## config.mk

```make
export PLATFORM = sky130hd
export DESIGN_NAME = adc_ctrl_top
export DESIGN_NICKNAME = d
export VERILOG_FILES = /design/src/verilog/adc_ctrl_pkg.sv /design/src/verilog/adc_ctrl_top.sv /design/src/verilog/adc_reset_gen.sv /design/src/verilog/adc_serial_config.sv /design/src/verilog/opb_adc_regs.sv
export SDC_FILE = /design/constraint.sdc
export NUM_CORES = 1
export LEC_CHECK = 0
export BUFFER_PORTS_ARGS = -buffer_cell sky130_fd_sc_hd__buf_4
export CAP_MARGIN = 15
export CORE_MARGIN = 2
export CORE_UTILIZATION = 56
export CTS_CLUSTER_DIAMETER = 40
export DETAILED_ROUTE_END_ITERATION = 8
export PLACE_DENSITY = 0.83
export SLEW_MARGIN = 20
export SYNTH_ARGS = -nofsm -noshare
export SYNTH_HDL_FRONTEND = slang
export SYNTH_HIERARCHICAL = 1
export SYNTH_SLANG_ARGS = --single-unit
```

## constraint.sdc

```tcl
create_clock -name OPB_Clk -period 3 [get_ports OPB_Clk]
set_clock_uncertainty 0.15 [all_clocks]
set_input_delay 0.6 -clock OPB_Clk [delete_from_list [all_inputs] [get_ports OPB_Clk]]
set_output_delay 0.6 -clock OPB_Clk [all_outputs]
set_load 0.05 [all_outputs]
```

## src/verilog/adc_ctrl_pkg.sv

```systemverilog
`default_nettype none

package adc_ctrl_pkg;

  // Serializer states.
  typedef enum logic [1:0] {
    IDLE    = 2'd0,
    CLKWAIT = 2'd1,
    DATA    = 2'd2,
    FINISH  = 2'd3
  } config_state_e;

  // Register index, taken from offset bits 28 and 29 of the bus address.
  typedef enum logic [1:0] {
    REG_CTRL  = 2'd0,
    REG_CFG0  = 2'd1,
    REG_CFG1  = 2'd2,
    REG_SPARE = 2'd3
  } reg_sel_e;

  // ADC serial frame layout.
  localparam int unsigned CFG_ADDR_BITS  = 4;
  localparam int unsigned CFG_DATA_BITS  = 16;
  localparam int unsigned CFG_FRAME_BITS = 32;
  localparam int unsigned CFG_HDR_BITS   = CFG_FRAME_BITS - CFG_ADDR_BITS - CFG_DATA_BITS;

endpackage

`default_nettype wire

```

## src/verilog/adc_ctrl_top.sv

```systemverilog
`timescale 1ns/100ps
`default_nettype none

module adc_ctrl_top import adc_ctrl_pkg::*; #(
  parameter logic [31:0] base_addr        = 32'h0001_0000,
  parameter logic [31:0] high_addr        = 32'h0001_000F,
  parameter int unsigned sclk_div_log2    = 4,
  parameter int unsigned dcm_reset_cycles = 255
) (
  input  wire logic        OPB_Clk,
  input  wire logic        rst_n,
  input  wire logic [0:31] opb_abus,
  input  wire logic [0:3]  opb_be,
  input  wire logic [0:31] opb_dbus,
  input  wire logic        opb_rnw,
  input  wire logic        opb_select,
  output logic      [0:31] sl_dbus,
  output logic             sl_xferack,
  output logic             adc0_sclk,
  output logic             adc0_sdata,
  output logic             adc0_strobe,
  output logic             adc0_adc_reset,
  output logic             adc0_dcm_reset,
  output logic             adc0_psen,
  output logic             adc0_psincdec,
  input  wire logic        adc0_psdone,
  output logic             adc1_sclk,
  output logic             adc1_sdata,
  output logic             adc1_strobe,
  output logic             adc1_adc_reset,
  output logic             adc1_dcm_reset,
  output logic             adc1_psen,
  output logic             adc1_psincdec,
  input  wire logic        adc1_psdone
);

  logic                     adc0_reset_req;
  logic                     adc1_reset_req;
  logic                     cfg0_start;
  logic [CFG_ADDR_BITS-1:0] cfg0_addr;
  logic [CFG_DATA_BITS-1:0] cfg0_data;
  logic                     cfg0_done;
  logic                     cfg1_start;
  logic [CFG_ADDR_BITS-1:0] cfg1_addr;
  logic [CFG_DATA_BITS-1:0] cfg1_data;
  logic                     cfg1_done;

  opb_adc_regs #(
    .base_addr (base_addr),
    .high_addr (high_addr)
  ) u_regs (
    .OPB_Clk        (OPB_Clk),
    .rst_n          (rst_n),
    .opb_abus       (opb_abus),
    .opb_be         (opb_be),
    .opb_dbus       (opb_dbus),
    .opb_rnw        (opb_rnw),
    .opb_select     (opb_select),
    .sl_dbus        (sl_dbus),
    .sl_xferack     (sl_xferack),
    .adc0_reset_req (adc0_reset_req),
    .adc1_reset_req (adc1_reset_req),
    .adc0_psen      (adc0_psen),
    .adc0_psincdec  (adc0_psincdec),
    .adc1_psen      (adc1_psen),
    .adc1_psincdec  (adc1_psincdec),
    .adc0_psdone    (adc0_psdone),
    .adc1_psdone    (adc1_psdone),
    .cfg0_start     (cfg0_start),
    .cfg0_addr      (cfg0_addr),
    .cfg0_data      (cfg0_data),
    .cfg1_start     (cfg1_start),
    .cfg1_addr      (cfg1_addr),
    .cfg1_data      (cfg1_data),
    .cfg0_done      (cfg0_done),
    .cfg1_done      (cfg1_done)
  );

  adc_serial_config #(
    .sclk_div_log2 (sclk_div_log2)
  ) u_cfg0 (
    .OPB_Clk   (OPB_Clk),
    .rst_n     (rst_n),
    .cfg_start (cfg0_start),
    .cfg_addr  (cfg0_addr),
    .cfg_data  (cfg0_data),
    .cfg_done  (cfg0_done),
    .sclk      (adc0_sclk),
    .sdata     (adc0_sdata),
    .strobe    (adc0_strobe)
  );

  adc_serial_config #(
    .sclk_div_log2 (sclk_div_log2)
  ) u_cfg1 (
    .OPB_Clk   (OPB_Clk),
    .rst_n     (rst_n),
    .cfg_start (cfg1_start),
    .cfg_addr  (cfg1_addr),
    .cfg_data  (cfg1_data),
    .cfg_done  (cfg1_done),
    .sclk      (adc1_sclk),
    .sdata     (adc1_sdata),
    .strobe    (adc1_strobe)
  );

  adc_reset_gen #(
    .dcm_reset_cycles (dcm_reset_cycles)
  ) u_rst0 (
    .OPB_Clk   (OPB_Clk),
    .rst_n     (rst_n),
    .reset_req (adc0_reset_req),
    .adc_reset (adc0_adc_reset),
    .dcm_reset (adc0_dcm_reset)
  );

  adc_reset_gen #(
    .dcm_reset_cycles (dcm_reset_cycles)
  ) u_rst1 (
    .OPB_Clk   (OPB_Clk),
    .rst_n     (rst_n),
    .reset_req (adc1_reset_req),
    .adc_reset (adc1_adc_reset),
    .dcm_reset (adc1_dcm_reset)
  );

endmodule

`default_nettype wire

```

## src/verilog/adc_reset_gen.sv

```systemverilog
`timescale 1ns/100ps
`default_nettype none

module adc_reset_gen #(
  parameter int unsigned dcm_reset_cycles = 255
) (
  input  wire logic OPB_Clk,
  input  wire logic rst_n,
  input  wire logic reset_req,
  output logic      adc_reset,
  output logic      dcm_reset
);

  logic [7:0] dcm_cnt;

  // Output flop, intended to sit in the I/O cell.
  always_ff @(posedge OPB_Clk or negedge rst_n) begin
    if (!rst_n) begin
      adc_reset <= 1'b1;
    end else begin
      adc_reset <= reset_req;
    end
  end

  // Hold the DCM in reset while the ADC clock settles.
  always_ff @(posedge OPB_Clk or negedge rst_n) begin
    if (!rst_n) begin
      dcm_cnt <= 8'(dcm_reset_cycles);
    end else if (reset_req) begin
      dcm_cnt <= 8'(dcm_reset_cycles);
    end else if (dcm_cnt != 8'd0) begin
      dcm_cnt <= dcm_cnt - 8'd1;
    end
  end

  assign dcm_reset = (dcm_cnt != 8'd0);

endmodule

`default_nettype wire

```

## src/verilog/adc_serial_config.sv

```systemverilog
`timescale 1ns/100ps
`default_nettype none

module adc_serial_config import adc_ctrl_pkg::*; #(
  parameter int unsigned sclk_div_log2 = 4
) (
  input  wire logic                     OPB_Clk,
  input  wire logic                     rst_n,
  input  wire logic                     cfg_start,
  input  wire logic [CFG_ADDR_BITS-1:0] cfg_addr,
  input  wire logic [CFG_DATA_BITS-1:0] cfg_data,
  output logic                          cfg_done,
  output logic                          sclk,
  output logic                          sdata,
  output logic                          strobe
);

  localparam int unsigned BIT_CNT_W = $clog2(CFG_FRAME_BITS);

  config_state_e             state;
  logic [sclk_div_log2-1:0]  div_cnt;
  logic                      tick;
  logic [BIT_CNT_W-1:0]      bit_cnt;
  logic [CFG_FRAME_BITS-1:0] shift_reg;

  // Divider runs only while a frame is in progress.
  always_ff @(posedge OPB_Clk or negedge rst_n) begin
    if (!rst_n) begin
      div_cnt <= '0;
    end else if (state != IDLE) begin
      div_cnt <= div_cnt + 1'b1;
    end else begin
      div_cnt <= '0;
    end
  end

  // End of one bit period.
  assign tick = &div_cnt;

  always_ff @(posedge OPB_Clk or negedge rst_n) begin
    if (!rst_n) begin
      state   <= IDLE;
      bit_cnt <= '0;
    end else begin
      case (state)
        IDLE: begin
          if (cfg_start) begin
            state <= CLKWAIT;
          end
        end
        CLKWAIT: begin
          if (tick) begin
            state   <= DATA;
            bit_cnt <= '0;
          end
        end
        DATA: begin
          if (tick) begin
            bit_cnt <= bit_cnt + 1'b1;
            if (bit_cnt == BIT_CNT_W'(CFG_FRAME_BITS - 1)) begin
              state <= FINISH;
            end
          end
        end
        FINISH: begin
          if (tick) begin
            state <= IDLE;
          end
        end
        default: begin
          state <= IDLE;
        end
      endcase
    end
  end

  // Header of value 1, then address, then data, MSB first.
  always_ff @(posedge OPB_Clk) begin
    if (state == IDLE && cfg_start) begin
      shift_reg <= {CFG_HDR_BITS'(1), cfg_addr, cfg_data};
    end else if (state == DATA && tick) begin
      shift_reg <= shift_reg << 1;
    end
  end

  assign cfg_done = (state == IDLE);
  // Rises at mid-period, where the ADC samples.
  assign sclk     = div_cnt[sclk_div_log2-1];
  assign sdata    = shift_reg[CFG_FRAME_BITS-1];
  assign strobe   = (state != DATA);

endmodule

`default_nettype wire

```

## src/verilog/opb_adc_regs.sv

```systemverilog
`timescale 1ns/100ps
`default_nettype none

module opb_adc_regs import adc_ctrl_pkg::*; #(
  parameter logic [31:0] base_addr = 32'h0001_0000,
  parameter logic [31:0] high_addr = 32'h0001_000F
) (
  input  wire logic                     OPB_Clk,
  input  wire logic                     rst_n,
  input  wire logic [0:31]              opb_abus,
  input  wire logic [0:3]               opb_be,
  input  wire logic [0:31]              opb_dbus,
  input  wire logic                     opb_rnw,
  input  wire logic                     opb_select,
  output logic      [0:31]              sl_dbus,
  output logic                          sl_xferack,
  output logic                          adc0_reset_req,
  output logic                          adc1_reset_req,
  output logic                          adc0_psen,
  output logic                          adc0_psincdec,
  output logic                          adc1_psen,
  output logic                          adc1_psincdec,
  input  wire logic                     adc0_psdone,
  input  wire logic                     adc1_psdone,
  output logic                          cfg0_start,
  output logic      [CFG_ADDR_BITS-1:0] cfg0_addr,
  output logic      [CFG_DATA_BITS-1:0] cfg0_data,
  output logic                          cfg1_start,
  output logic      [CFG_ADDR_BITS-1:0] cfg1_addr,
  output logic      [CFG_DATA_BITS-1:0] cfg1_data,
  input  wire logic                     cfg0_done,
  input  wire logic                     cfg1_done
);

  logic [0:31] addr_off;
  reg_sel_e    reg_sel;
  logic        in_range;
  logic        ack_now;
  logic        wr_en;
  logic [0:31] rd_word;

  assign in_range = opb_select && (opb_abus >= base_addr) && (opb_abus <= high_addr);
  assign addr_off = opb_abus - base_addr;
  // Big-endian bits 28 and 29 select the word.
  assign reg_sel  = reg_sel_e'(addr_off[28:29]);

  // Acknowledge only when not already acknowledging, so each cycle gets one.
  assign ack_now  = in_range && !sl_xferack;
  assign wr_en    = ack_now && !opb_rnw;

  always_ff @(posedge OPB_Clk or negedge rst_n) begin
    if (!rst_n) begin
      sl_xferack     <= 1'b0;
      adc0_reset_req <= 1'b0;
      adc1_reset_req <= 1'b0;
      adc0_psen      <= 1'b0;
      adc1_psen      <= 1'b0;
      adc0_psincdec  <= 1'b0;
      adc1_psincdec  <= 1'b0;
      cfg0_start     <= 1'b0;
      cfg1_start     <= 1'b0;
    end else begin
      sl_xferack     <= ack_now;
      // Pulse fields last one cycle.
      adc0_reset_req <= 1'b0;
      adc1_reset_req <= 1'b0;
      adc0_psen      <= 1'b0;
      adc1_psen      <= 1'b0;
      cfg0_start     <= 1'b0;
      cfg1_start     <= 1'b0;
      if (wr_en) begin
        case (reg_sel)
          REG_CTRL: begin
            if (opb_be[3]) begin
              adc0_reset_req <= opb_dbus[31];
              adc1_reset_req <= opb_dbus[30];
            end
            if (opb_be[1]) begin
              adc0_psen     <= opb_dbus[15];
              adc0_psincdec <= opb_dbus[14];
              adc1_psen     <= opb_dbus[11];
              adc1_psincdec <= opb_dbus[10];
            end
          end
          REG_CFG0: begin
            if (opb_be[3]) begin
              cfg0_start <= opb_dbus[31];
            end
          end
          REG_CFG1: begin
            if (opb_be[3]) begin
              cfg1_start <= opb_dbus[31];
            end
          end
          default: begin
          end
        endcase
      end
    end
  end

  // Frame words, one lane at a time.
  always_ff @(posedge OPB_Clk) begin
    if (wr_en && reg_sel == REG_CFG0) begin
      if (opb_be[2]) begin
        cfg0_addr <= opb_dbus[20:23];
      end
      if (opb_be[1]) begin
        cfg0_data[7:0] <= opb_dbus[8:15];
      end
      if (opb_be[0]) begin
        cfg0_data[15:8] <= opb_dbus[0:7];
      end
    end
    if (wr_en && reg_sel == REG_CFG1) begin
      if (opb_be[2]) begin
        cfg1_addr <= opb_dbus[20:23];
      end
      if (opb_be[1]) begin
        cfg1_data[7:0] <= opb_dbus[8:15];
      end
      if (opb_be[0]) begin
        cfg1_data[15:8] <= opb_dbus[0:7];
      end
    end
  end

  always_comb begin
    rd_word = '0;
    case (reg_sel)
      REG_CTRL: begin
        rd_word[2]  = adc1_psdone;
        rd_word[3]  = adc0_psdone;
        rd_word[10] = adc1_psincdec;
        rd_word[11] = adc1_psen;
        rd_word[14] = adc0_psincdec;
        rd_word[15] = adc0_psen;
      end
      REG_CFG0: begin
        rd_word[0:15]  = cfg0_data;
        rd_word[20:23] = cfg0_addr;
        rd_word[31]    = cfg0_done;
      end
      REG_CFG1: begin
        rd_word[0:15]  = cfg1_data;
        rd_word[20:23] = cfg1_addr;
        rd_word[31]    = cfg1_done;
      end
      default: begin
        rd_word = '0;
      end
    endcase
  end

  assign sl_dbus = sl_xferack ? rd_word : '0;

endmodule

`default_nettype wire
```

Word level (Yosys, flattened, before mapping)
Cells that the tools add are included.
- word-level logic and storage cells: 151
- input bits: 74
- output and inout bits: 47
- register bits: 153
- add/sub/neg operators: 7
- reductions and logical operators: 38
- order comparisons: 2
- multiplexer cells: 53
- eq/ne operators: 22
- operator list (kind ; number):
    $mux W20 ; 4
    $ge A32 B17 Y1 const B ; 1
    $le A32 B17 Y1 const B ; 1
    $mux W32 ; 1
    $mux W8 ; 4
    $mux W2 ; 10
    $mux W5 ; 4
    $ne A2 B1 Y1 const B ; 10
    $pmux W5 S2 ; 2
    $pmux W2 S3 ; 3
    $mux W1 ; 16
    $pmux W2 S4 ; 2
    $reduce_bool A2 Y1 ; 8
    $reduce_bool A8 Y1 ; 2
    $sub A8 B1 Y8 const B ; 2
    $pmux W6 S2 ; 1
    $reduce_and A2 Y1 ; 6
    $add A5 B1 Y5 const B ; 2
    $eq A2 B2 Y1 const B ; 5
    $eq A5 B5 Y1 const B ; 2
    $logic_and A1 B1 Y1 ; 10
    $reduce_and A5 Y1 ; 2
    $reduce_and A3 Y1 ; 3
    $add A4 B1 Y4 const B ; 2
    other kinds (10) ; 19

Depth between registers and ports, before layout
Gate-level depths: netlist of the first run.
- word-level depth: 7
- gate-level depth with buffers: 7
- gate-level depth less buffers: 5

By module
The synthesis of the first run kept the hierarchy.
- by module, submodules not included (module ; instances ; seq. area each (µm²) ; area each (µm²) ; cells each):
    adc_serial_config ; 2 ; 1116.1 ; 1916.8 ; 189
    opb_adc_regs ; 1 ; 1426.4 ; 2148.3 ; 150
    adc_reset_gen ; 2 ; 236.5 ; 520.5 ; 48

Worst setup path after synthesis of the first run
OpenSTA, ideal clock, no wires.
- kind: input to output
- start: input port opb_abus[29] (netlist name)
- end: output port sl_dbus[2] (netlist name)
- stages: 6
- data required time: 2.250 ns
- data arrival time: 2.074 ns
- path slack: 0.176 ns
- buffers on the path: 2
- cells stage by stage: inv_1 > ha_1 > clkbuf_1 > clkbuf_1 > a222oi_1 > nor2_1
- word-level cells in the longest chain between the ends: 4
- elaborated cells on any way between the ends: 6
- classes of those cells: add/sub (1); eq/ne (2); mux (2); reduce/logical (1)
- ends and longest elaborated chain (element ; RTL line ; source):
    start, declared ; adc_ctrl_top.sv:12 ; input wire logic [0:31] opb_abus,
    $sub A4 B1 Y4 (*) ; opb_adc_regs.sv:43 ; assign addr_off = opb_abus - base_addr;
    $eq A2 B2 Y1 (tied with other cells) ; opb_adc_regs.sv:130 ; case (reg_sel)
    $pmux W2 S3 (*) ; opb_adc_regs.sv:130 ;
    $mux W32 (*) ; opb_adc_regs.sv:155 ; assign sl_dbus = sl_xferack ? rd_word : '0;
    end, declared ; adc_ctrl_top.sv:17 ; output logic [0:31] sl_dbus,
Mark *: on every way between the ends. The rest lies on a longest branch, timed or not.

Worst setup path after layout of the first run
- start: input port opb_abus[28] (netlist name)
- end: output port sl_dbus[5] (netlist name)
- word-level cells in the longest chain between the ends: 4
- elaborated cells on any way between the ends: 5
- classes of those cells: add/sub (1); eq/ne (2); mux (2)
- ends and longest elaborated chain (element ; RTL line):
    $sub A4 B1 Y4 (*) ; opb_adc_regs.sv:43
    $eq A2 B2 Y1 or $eq A2 B1 Y1 (tied branches) ; opb_adc_regs.sv:130
    $pmux W6 S2 (*) ; opb_adc_regs.sv:130
    $mux W32 (*) ; opb_adc_regs.sv:155
Marks and branches as above.

==> summary.md, run 1 <==
| Metric | Value |
|---|---|
| Detailed Route WL | `14800 um` |
| Seq/Total Area, Yosys | `58.8%` |
| Seq pwr share | `51.2%` |
| Largest net degree at the start of global routing | `50` |
| Predominant post-synthesis flop cell | `edfxtp_1` |
| H-tree depth | `4` |
| Die height | `116 um` |
| Status | `complete, no violations` |
| Met3 usage | `6.49%` |
| Post-synth top area share | `34.2%` |
| Seq cells post-synth | `153` |
| Clock buffer depth | `2` |
| Critical setup path kind | `input port to output port` |
| Register area | `4130 um^2` |
| CTS tree | `yes` |
| Most common cell after layout, fill and taps aside | `nand2_1` |
| CP Max Fanout | `13` |
| Clk Latency, worst-skew pair | `420 ps` |
| Nets | `824` |
| Period minus WS final | `2770 ps` |
| Cells after Synth | `624` |
| Routability Congestion | `0.822` |
| Post-CTS Setup Inserts | `0` |
| Hold buffers post-CTS | `0` |
| Internal power | `0.00340 W` |
| Hold WS | `59.7 ps` |
| Worst-path clk slew | `60 ps` |
| I/O pin total | `121` |
| Req. time, crit path | `2250 ps` |
| DR WL/cell | `16.3 um` |
| Routed vias/inst | `5.54` |
| # DRC | `0` |
| Setup TNS | `0 ps` |
| Final slew viol count | `0` |
| Combinational Power Share | `3.6%` |
| Setup Viol. Count Final | `0` |
| IO Port Bufs | `97` |
| Initial antenna violation count | `0` |
| RSZ-0062 raised after global routing | `false` |
| Reg2reg path depth | `4` |
| Cell Area, Synth | `7020 um^2` |
| Max rail drop VDD | `0.420 mV` |
| Met2 GRT Util | `38.5%` |
| Critical Path End Type | `output port` |
| Layout area overhead | `19.4%` |
| Die W | `116 um` |
| Iteration-0 DRC Markers | `496` |
| # resized after CTS | `0` |
| Switch Pwr | `0.000899 W` |
| Die area | `13500 um^2` |
| Largest area contributor in the netlist | `edfxtp_1` |
| First-pass DRT Iterations | `6` |
| Row count | `40` |
| Number of flops mapped to enable cells by yosys | `80` |
| Core ar. | `12100 um^2` |
| Most Crowded Layer GR | `met2` |
| Area of the multi-input gates | `2620 um^2` |
| R2R Path End | `u_regs/cfg0_data[5]$_DFFE_PP_` |
| Synth area leaders | `edfxtp_1 34%, dfrtp_1 11%, nand2_1 9.0%, dfxtp_1 6.8%, dfstp_2 6.7%` |
| Critical R2R Launch | `u_regs/sl_xferack$_DFF_PN0_` |
| Number of global-route vias before repair | `5032` |
| Syn. warnings | `6` |
| Most frequent cells in the layout | `169 x nand2_1, 109 x buf_4, 80 x edfxtp_1, 35 x nor2_1, 31 x dfrtp_1` |
| Ant diodes | `0` |
| F_max | `361 MHz` |
| Endpoints failing hold | `0` |
| Met1 Use GR | `30.0%` |
| Clock sinks | `153` |
| Detailed-placement wirelength estimate | `10100 um` |
| WP data arrival | `2020 ps` |
| P_leak | `3.46 nW` |
| Filler Cells Inserted | `873` |
| Final core occ | `69.2%` |
| Total CTS buffers | `17` |
| Final period util | `92.3%` |
| Setup slack, reg-to-reg | `710 ps` |
| Least-Margin Pin Slew | `640 ps` |
| Hold crit path type | `input port to asynchronous set/reset pin` |
| Sw Share | `20.9%` |
| GRT Total Usage | `23.3%` |
| Total gr overflow | `0` |
| Async SR Flop Fraction | `32.0%` |
| Power consumption | `0.00430 W` |
| Via count | `5016` |
| Power Density | `512 nW/um^2` |
| Share of cells above drive strength 1 | `29.0%` |
| Rel. slew slack | `57.3%` |
| Synth unique cells | `57` |
| Initial core utilization | `58.0%` |
| Clk pwr share | `45.1%` |
| Synth Area per Inst | `11.3 um^2` |
| Clk root buf | `clkbuf_16` |
| Final ANT Viol Nets | `0` |
| Crit start category | `input port` |
| Max Cap Viol | `0` |
| First-pass GRT wire length | `24000 um` |
[synthesized netlist by cell type, types with 7 or more instances]
cell and count:
dfstp_2 18, nor2_1 35, a21oi_2 18, clkbuf_1 12
inv_1 18, nand2_1 169, buf_2 8, a22oi_1 15
o21ai_1 14, dfrtp_1 31, buf_4 11, nand3_1 8
dfxtp_1 24, edfxtp_1 80, a21oi_1 10, nor3_1 7
and3_2 8, ha_1 24
[cell families (layout without fill, tap and decap cells)]
logic type	Yosys count	after routing	synth area share [%]
other	1	11	0.0534
AOI/OAI and AO/OA	89	89	9.80
xor gates and xnor gates	6	6	0.748
and+or+nand+nor	287	287	20.3
adders and majority gates	24	24	4.28
muxes	10	10	1.60
DFF	153	153	58.8
buffers and inverters	54	158	4.40
[how the worst max path moves through the flow]
| stage | startpoint | to | slack (ps) |
|---|---|---|---|
| detailed placement | opb_abus[28] | sl_dbus[5] | 240 |
| global route | opb_abus[28] | sl_dbus[7] | 150 |
| floorplan | opb_abus[29] | sl_dbus[2] | 180 |
| CTS | opb_abus[28] | sl_dbus[5] | 230 |
| finish | opb_abus[28] | sl_dbus[5] | 230 |
| global placement | opb_abus[28] | sl_dbus[5] | 280 |
[critical path, stage by stage]
cell	delay, ps
buf_4	120
inv_1	70
ha_1	480
buf_4	290
a22oi_1	90
nor2_1	130
buf_4	220
[power by group through the flow]
stage               Clock (W)  Combinational, W  Sequential (W)
floorplan                   0         0.0000687         0.00224
global placement            0          0.000150         0.00224
detailed placement          0          0.000155         0.00224
CTS                   0.00197          0.000156         0.00220
global route          0.00206          0.000168         0.00220
finish                0.00194          0.000155         0.00220
[layer usage]
layer | share of wire [%] | vias to the layer above
met1 | 42 | 2413
met2 | 50 | 200
met3 | 6.9 | 21
met4 | 1.1 | 0
met5 | 0 | -
li1 | - | 2382
[stage by stage]
step           std cells  cell area, um^2  setup WS [ps]
2_1_floorplan        634             7060            176
3_3_place_gp         875             7850            280
3_5_place_dp         875             7850            243
4_1_cts              906             8390            227
5_1_grt              906             8390            148
6_report             906             8390            230
[layout make-up]
type / count / area share [%]
flip-flops and latches: 153 / 49.3
multi-input cells: 427 / 31.2
repair buffers: 109 / 9.76
clock buffers: 19 / 5.16
well taps: 168 / 2.51
clock inverters: 12 / 1.25
inverters: 18 / 0.806
Power figures use the tool's default switching activity.
==> run 2, diff against run 1 <==
CORE_UTILIZATION = 51   (was 56)
PLACE_DENSITY = 0.79   (was 0.83)
clock period = 2.5 ns   (was 3 ns; I/O delays follow)
==> run 2 against run 1 <==
- total power grew 25%
- clock power grew 31%
- die area grew 9.5%
- hold slack gained 47 ps
- clock-buffer cell count shrank 2
- wire length grew 2.7%
- register-to-register slack lost 410 ps
- non-clock buffer count grew 2
- final area grew 1.8%
- global-route usage shrank 1.5 points
- sequential power grew 20%
- final cell count grew 1.2%
- critical path type unchanged
- critical endpoint is now sl_dbus[2]
- largest power group unchanged
==> summary.md, run 2 (synthesis gave the netlist of run 1 again) <==
| Metric | Value |
|---|---|
| F_max | `404 MHz` |
| Detailed Route WL | `15200 um (was 14800 um)` |
| Most common cell after layout, fill and taps aside | `nand2_1 (unchanged)` |
| Ant diodes | `0 (unchanged)` |
| Internal power | `0.00421 W (was 0.00340 W)` |
| Initial core utilization | `52.6% (was 58.0%)` |
| First-pass DRT Iterations | `5 (was 6)` |
| Via count | `5083 (was 5016)` |
| Iteration-0 DRC Markers | `456 (was 496)` |
| Total CTS buffers | `17 (unchanged)` |
| Power Density | `631 nW/um^2 (was 512 nW/um^2)` |
| Sw Share | `21.8% (was 20.9%)` |
| First-pass GRT wire length | `25000 um (was 24000 um)` |
| Largest net degree at the start of global routing | `50 (unchanged)` |
| Row count | `42 (was 40)` |
| Status | `complete, no violations (unchanged)` |
| Max Cap Viol | `0 (unchanged)` |
| Number of global-route vias before repair | `5129 (was 5032)` |
| Period minus WS final | `2480 ps` |
| Clock sinks | `153 (unchanged)` |
| Design Area, Final | `8530 um^2 (was 8390 um^2)` |
| H-tree depth | `4 (unchanged)` |
| CP Max Fanout | `11 (was 13)` |
| Die W | `121 um (was 116 um)` |
| Endpoints failing hold | `0 (unchanged)` |
| Clock buffer depth | `2 (unchanged)` |
| Req. time, crit path | `1850 ps (was 2250 ps)` |
| Most frequent cells in the layout | `169 x nand2_1, 108 x buf_4, 80 x edfxtp_1, 31 x dfrtp_1, 25 x nor2_1 (was 169 x nand2_1, 109 x buf_4, 80 x edfxtp_1, 35 x nor2_1, 31 x dfrtp_1)` |
| Routability Congestion | `0.814 (was 0.822)` |
| Met3 wire length | `969 um (was 1020 um)` |
| Nets | `826 (was 824)` |
| CTS tree | `yes (unchanged)` |
| Reg2reg path depth | `4 (unchanged)` |
| Share of cells above drive strength 1 | `31.0% (was 29.0%)` |
| P_leak | `3.51 nW (was 3.46 nW)` |
| M1 WL | `6240 um (was 6250 um)` |
| Power consumption | `0.00539 W (was 0.00430 W)` |
| Setup Viol. Count Final | `0 (unchanged)` |
| Routed vias/inst | `5.54 (about the same)` |
| Clk pwr share | `47.4% (was 45.1%)` |
| Hold path cells | `1` |
| Setup slack, reg-to-reg | `300 ps (was 710 ps)` |
| Highest metal layer with signal wires | `met4 (unchanged)` |
| Clk Latency, worst-skew pair | `420 ps (about the same)` |
| Core ar. | `13300 um^2 (was 12100 um^2)` |
| Die height | `121 um (was 116 um)` |
| Final slew viol count | `0 (unchanged)` |
| Setup TNS | `0 ps (unchanged)` |
| Final ANT Viol Nets | `0 (unchanged)` |
| Post-CTS Setup Inserts | `0 (unchanged)` |
| Hold crit path type | `input port to register (was input port to asynchronous set/reset pin)` |
| DP Area | `7920 um^2 (was 7850 um^2)` |
| I/O pin total | `121 (unchanged)` |
| Clk root buf | `clkbuf_16 (unchanged)` |
| Switch Pwr | `0.00117 W (was 0.000899 W)` |
| Met2 wire length | `7660 um (was 7370 um)` |
| Die area | `14700 um^2 (was 13500 um^2)` |
| DR WL/cell | `16.6 um (was 16.3 um)` |
| Least-Margin Pin Slew | `625 ps (was 640 ps)` |
| Detailed-placement wirelength estimate | `10100 um (about the same)` |
| Worst-path clk slew | `60 ps (about the same)` |
| Critical Path End Type | `output port (unchanged)` |
| Total gr overflow | `0 (unchanged)` |
| Rel. slew slack | `58.4% (was 57.3%)` |
| Seq pwr share | `49.0% (was 51.2%)` |
| Layout area overhead | `21.5% (was 19.4%)` |
| Initial antenna violation count | `0 (unchanged)` |
| IO Port Bufs | `97 (unchanged)` |
| Max rail drop VDD | `0.545 mV (was 0.420 mV)` |
| WP data arrival | `1830 ps (was 2020 ps)` |
| Crit start category | `input port (unchanged)` |
| Hold WS | `107 ps (was 59.7 ps)` |
| Critical setup path kind | `input port to output port (unchanged)` |
| RSZ-0062 raised after global routing | `false (unchanged)` |
| Combinational Power Share | `3.6% (about the same)` |
| GRT Total Usage | `21.9% (was 23.3%)` |
| Final period util | `99.1%` |
| # DRC | `0 (unchanged)` |
run 2: timing repair:
item | 4_1_cts | 5_1_grt
hold endpoints to repair | 31 | 0
hold buffers | 1 | 0
gates resized for setup | 2 | 2
endpoints found under the setup margin | 1 | 2
run 2: path summary, 6_finish.rpt:
kind / startpoint / to
setup / recovery: opb_abus[29] / sl_dbus[2]
hold / removal: opb_dbus[9] / u_regs/cfg0_data[6]$_DFFE_PP_
setup reg to reg: u_regs/sl_xferack$_DFF_PN0_ / u_regs/cfg0_data[3]$_DFFE_PP_
hold reg to reg: u_cfg1/shift_reg[22]$_SDFFE_PN0P_ / u_cfg1/shift_reg[23]$_SDFFE_PN0P_
max in group asynchronous: rst_n / u_cfg1/bit_cnt[4]$_DFFE_PN0P_
min in group asynchronous: rst_n / u_regs/adc1_psincdec$_DFFE_PN0P_
run 2: layout make-up:
class | instances | area, um^2
sequential | 153 | 4130
clock inverter | 15 | 165
fill | 1000 | 4810
tap | 176 | 220
inverter | 18 | 67.6
clock buffer | 17 | 425
multi-input combinational | 427 | 2660
timing repair buffer | 111 | 861
run 2: worst max-delay path, stage by stage:
cell and delay (ps):
buf_4 100, inv_1 50, ha_1 350, a222oi_1 500
nor2_2 110, buf_4 210
run 2: power by group through the flow:
stage | sequential (W) | combinational, W | clock (W)
after floorplan | 0.00269 | 0.0000839 | 0
after global placement | 0.00269 | 0.000187 | 0
after detailed placement | 0.00269 | 0.000192 | 0
after CTS | 0.00264 | 0.000194 | 0.00258
after global routing | 0.00264 | 0.000208 | 0.00268
final | 0.00264 | 0.000193 | 0.00255
run 2: metal layers:
layer  up-vias  GRT usage [%]
li1       2393              -
met1      2452           27.6
met2       207           36.3
met3        31           4.65
met4         0           9.77
met5         -              0
run 2: metrics by stage:
stage               setup slack [ps]  std cells  utilization [%]
floorplan                      -76.5        634                -
global placement                 145        884             59.3
detailed placement               111        884             59.3
CTS                             34.9        917             63.8
global route                    4.62        917             63.9
finish                          22.9        917             63.9
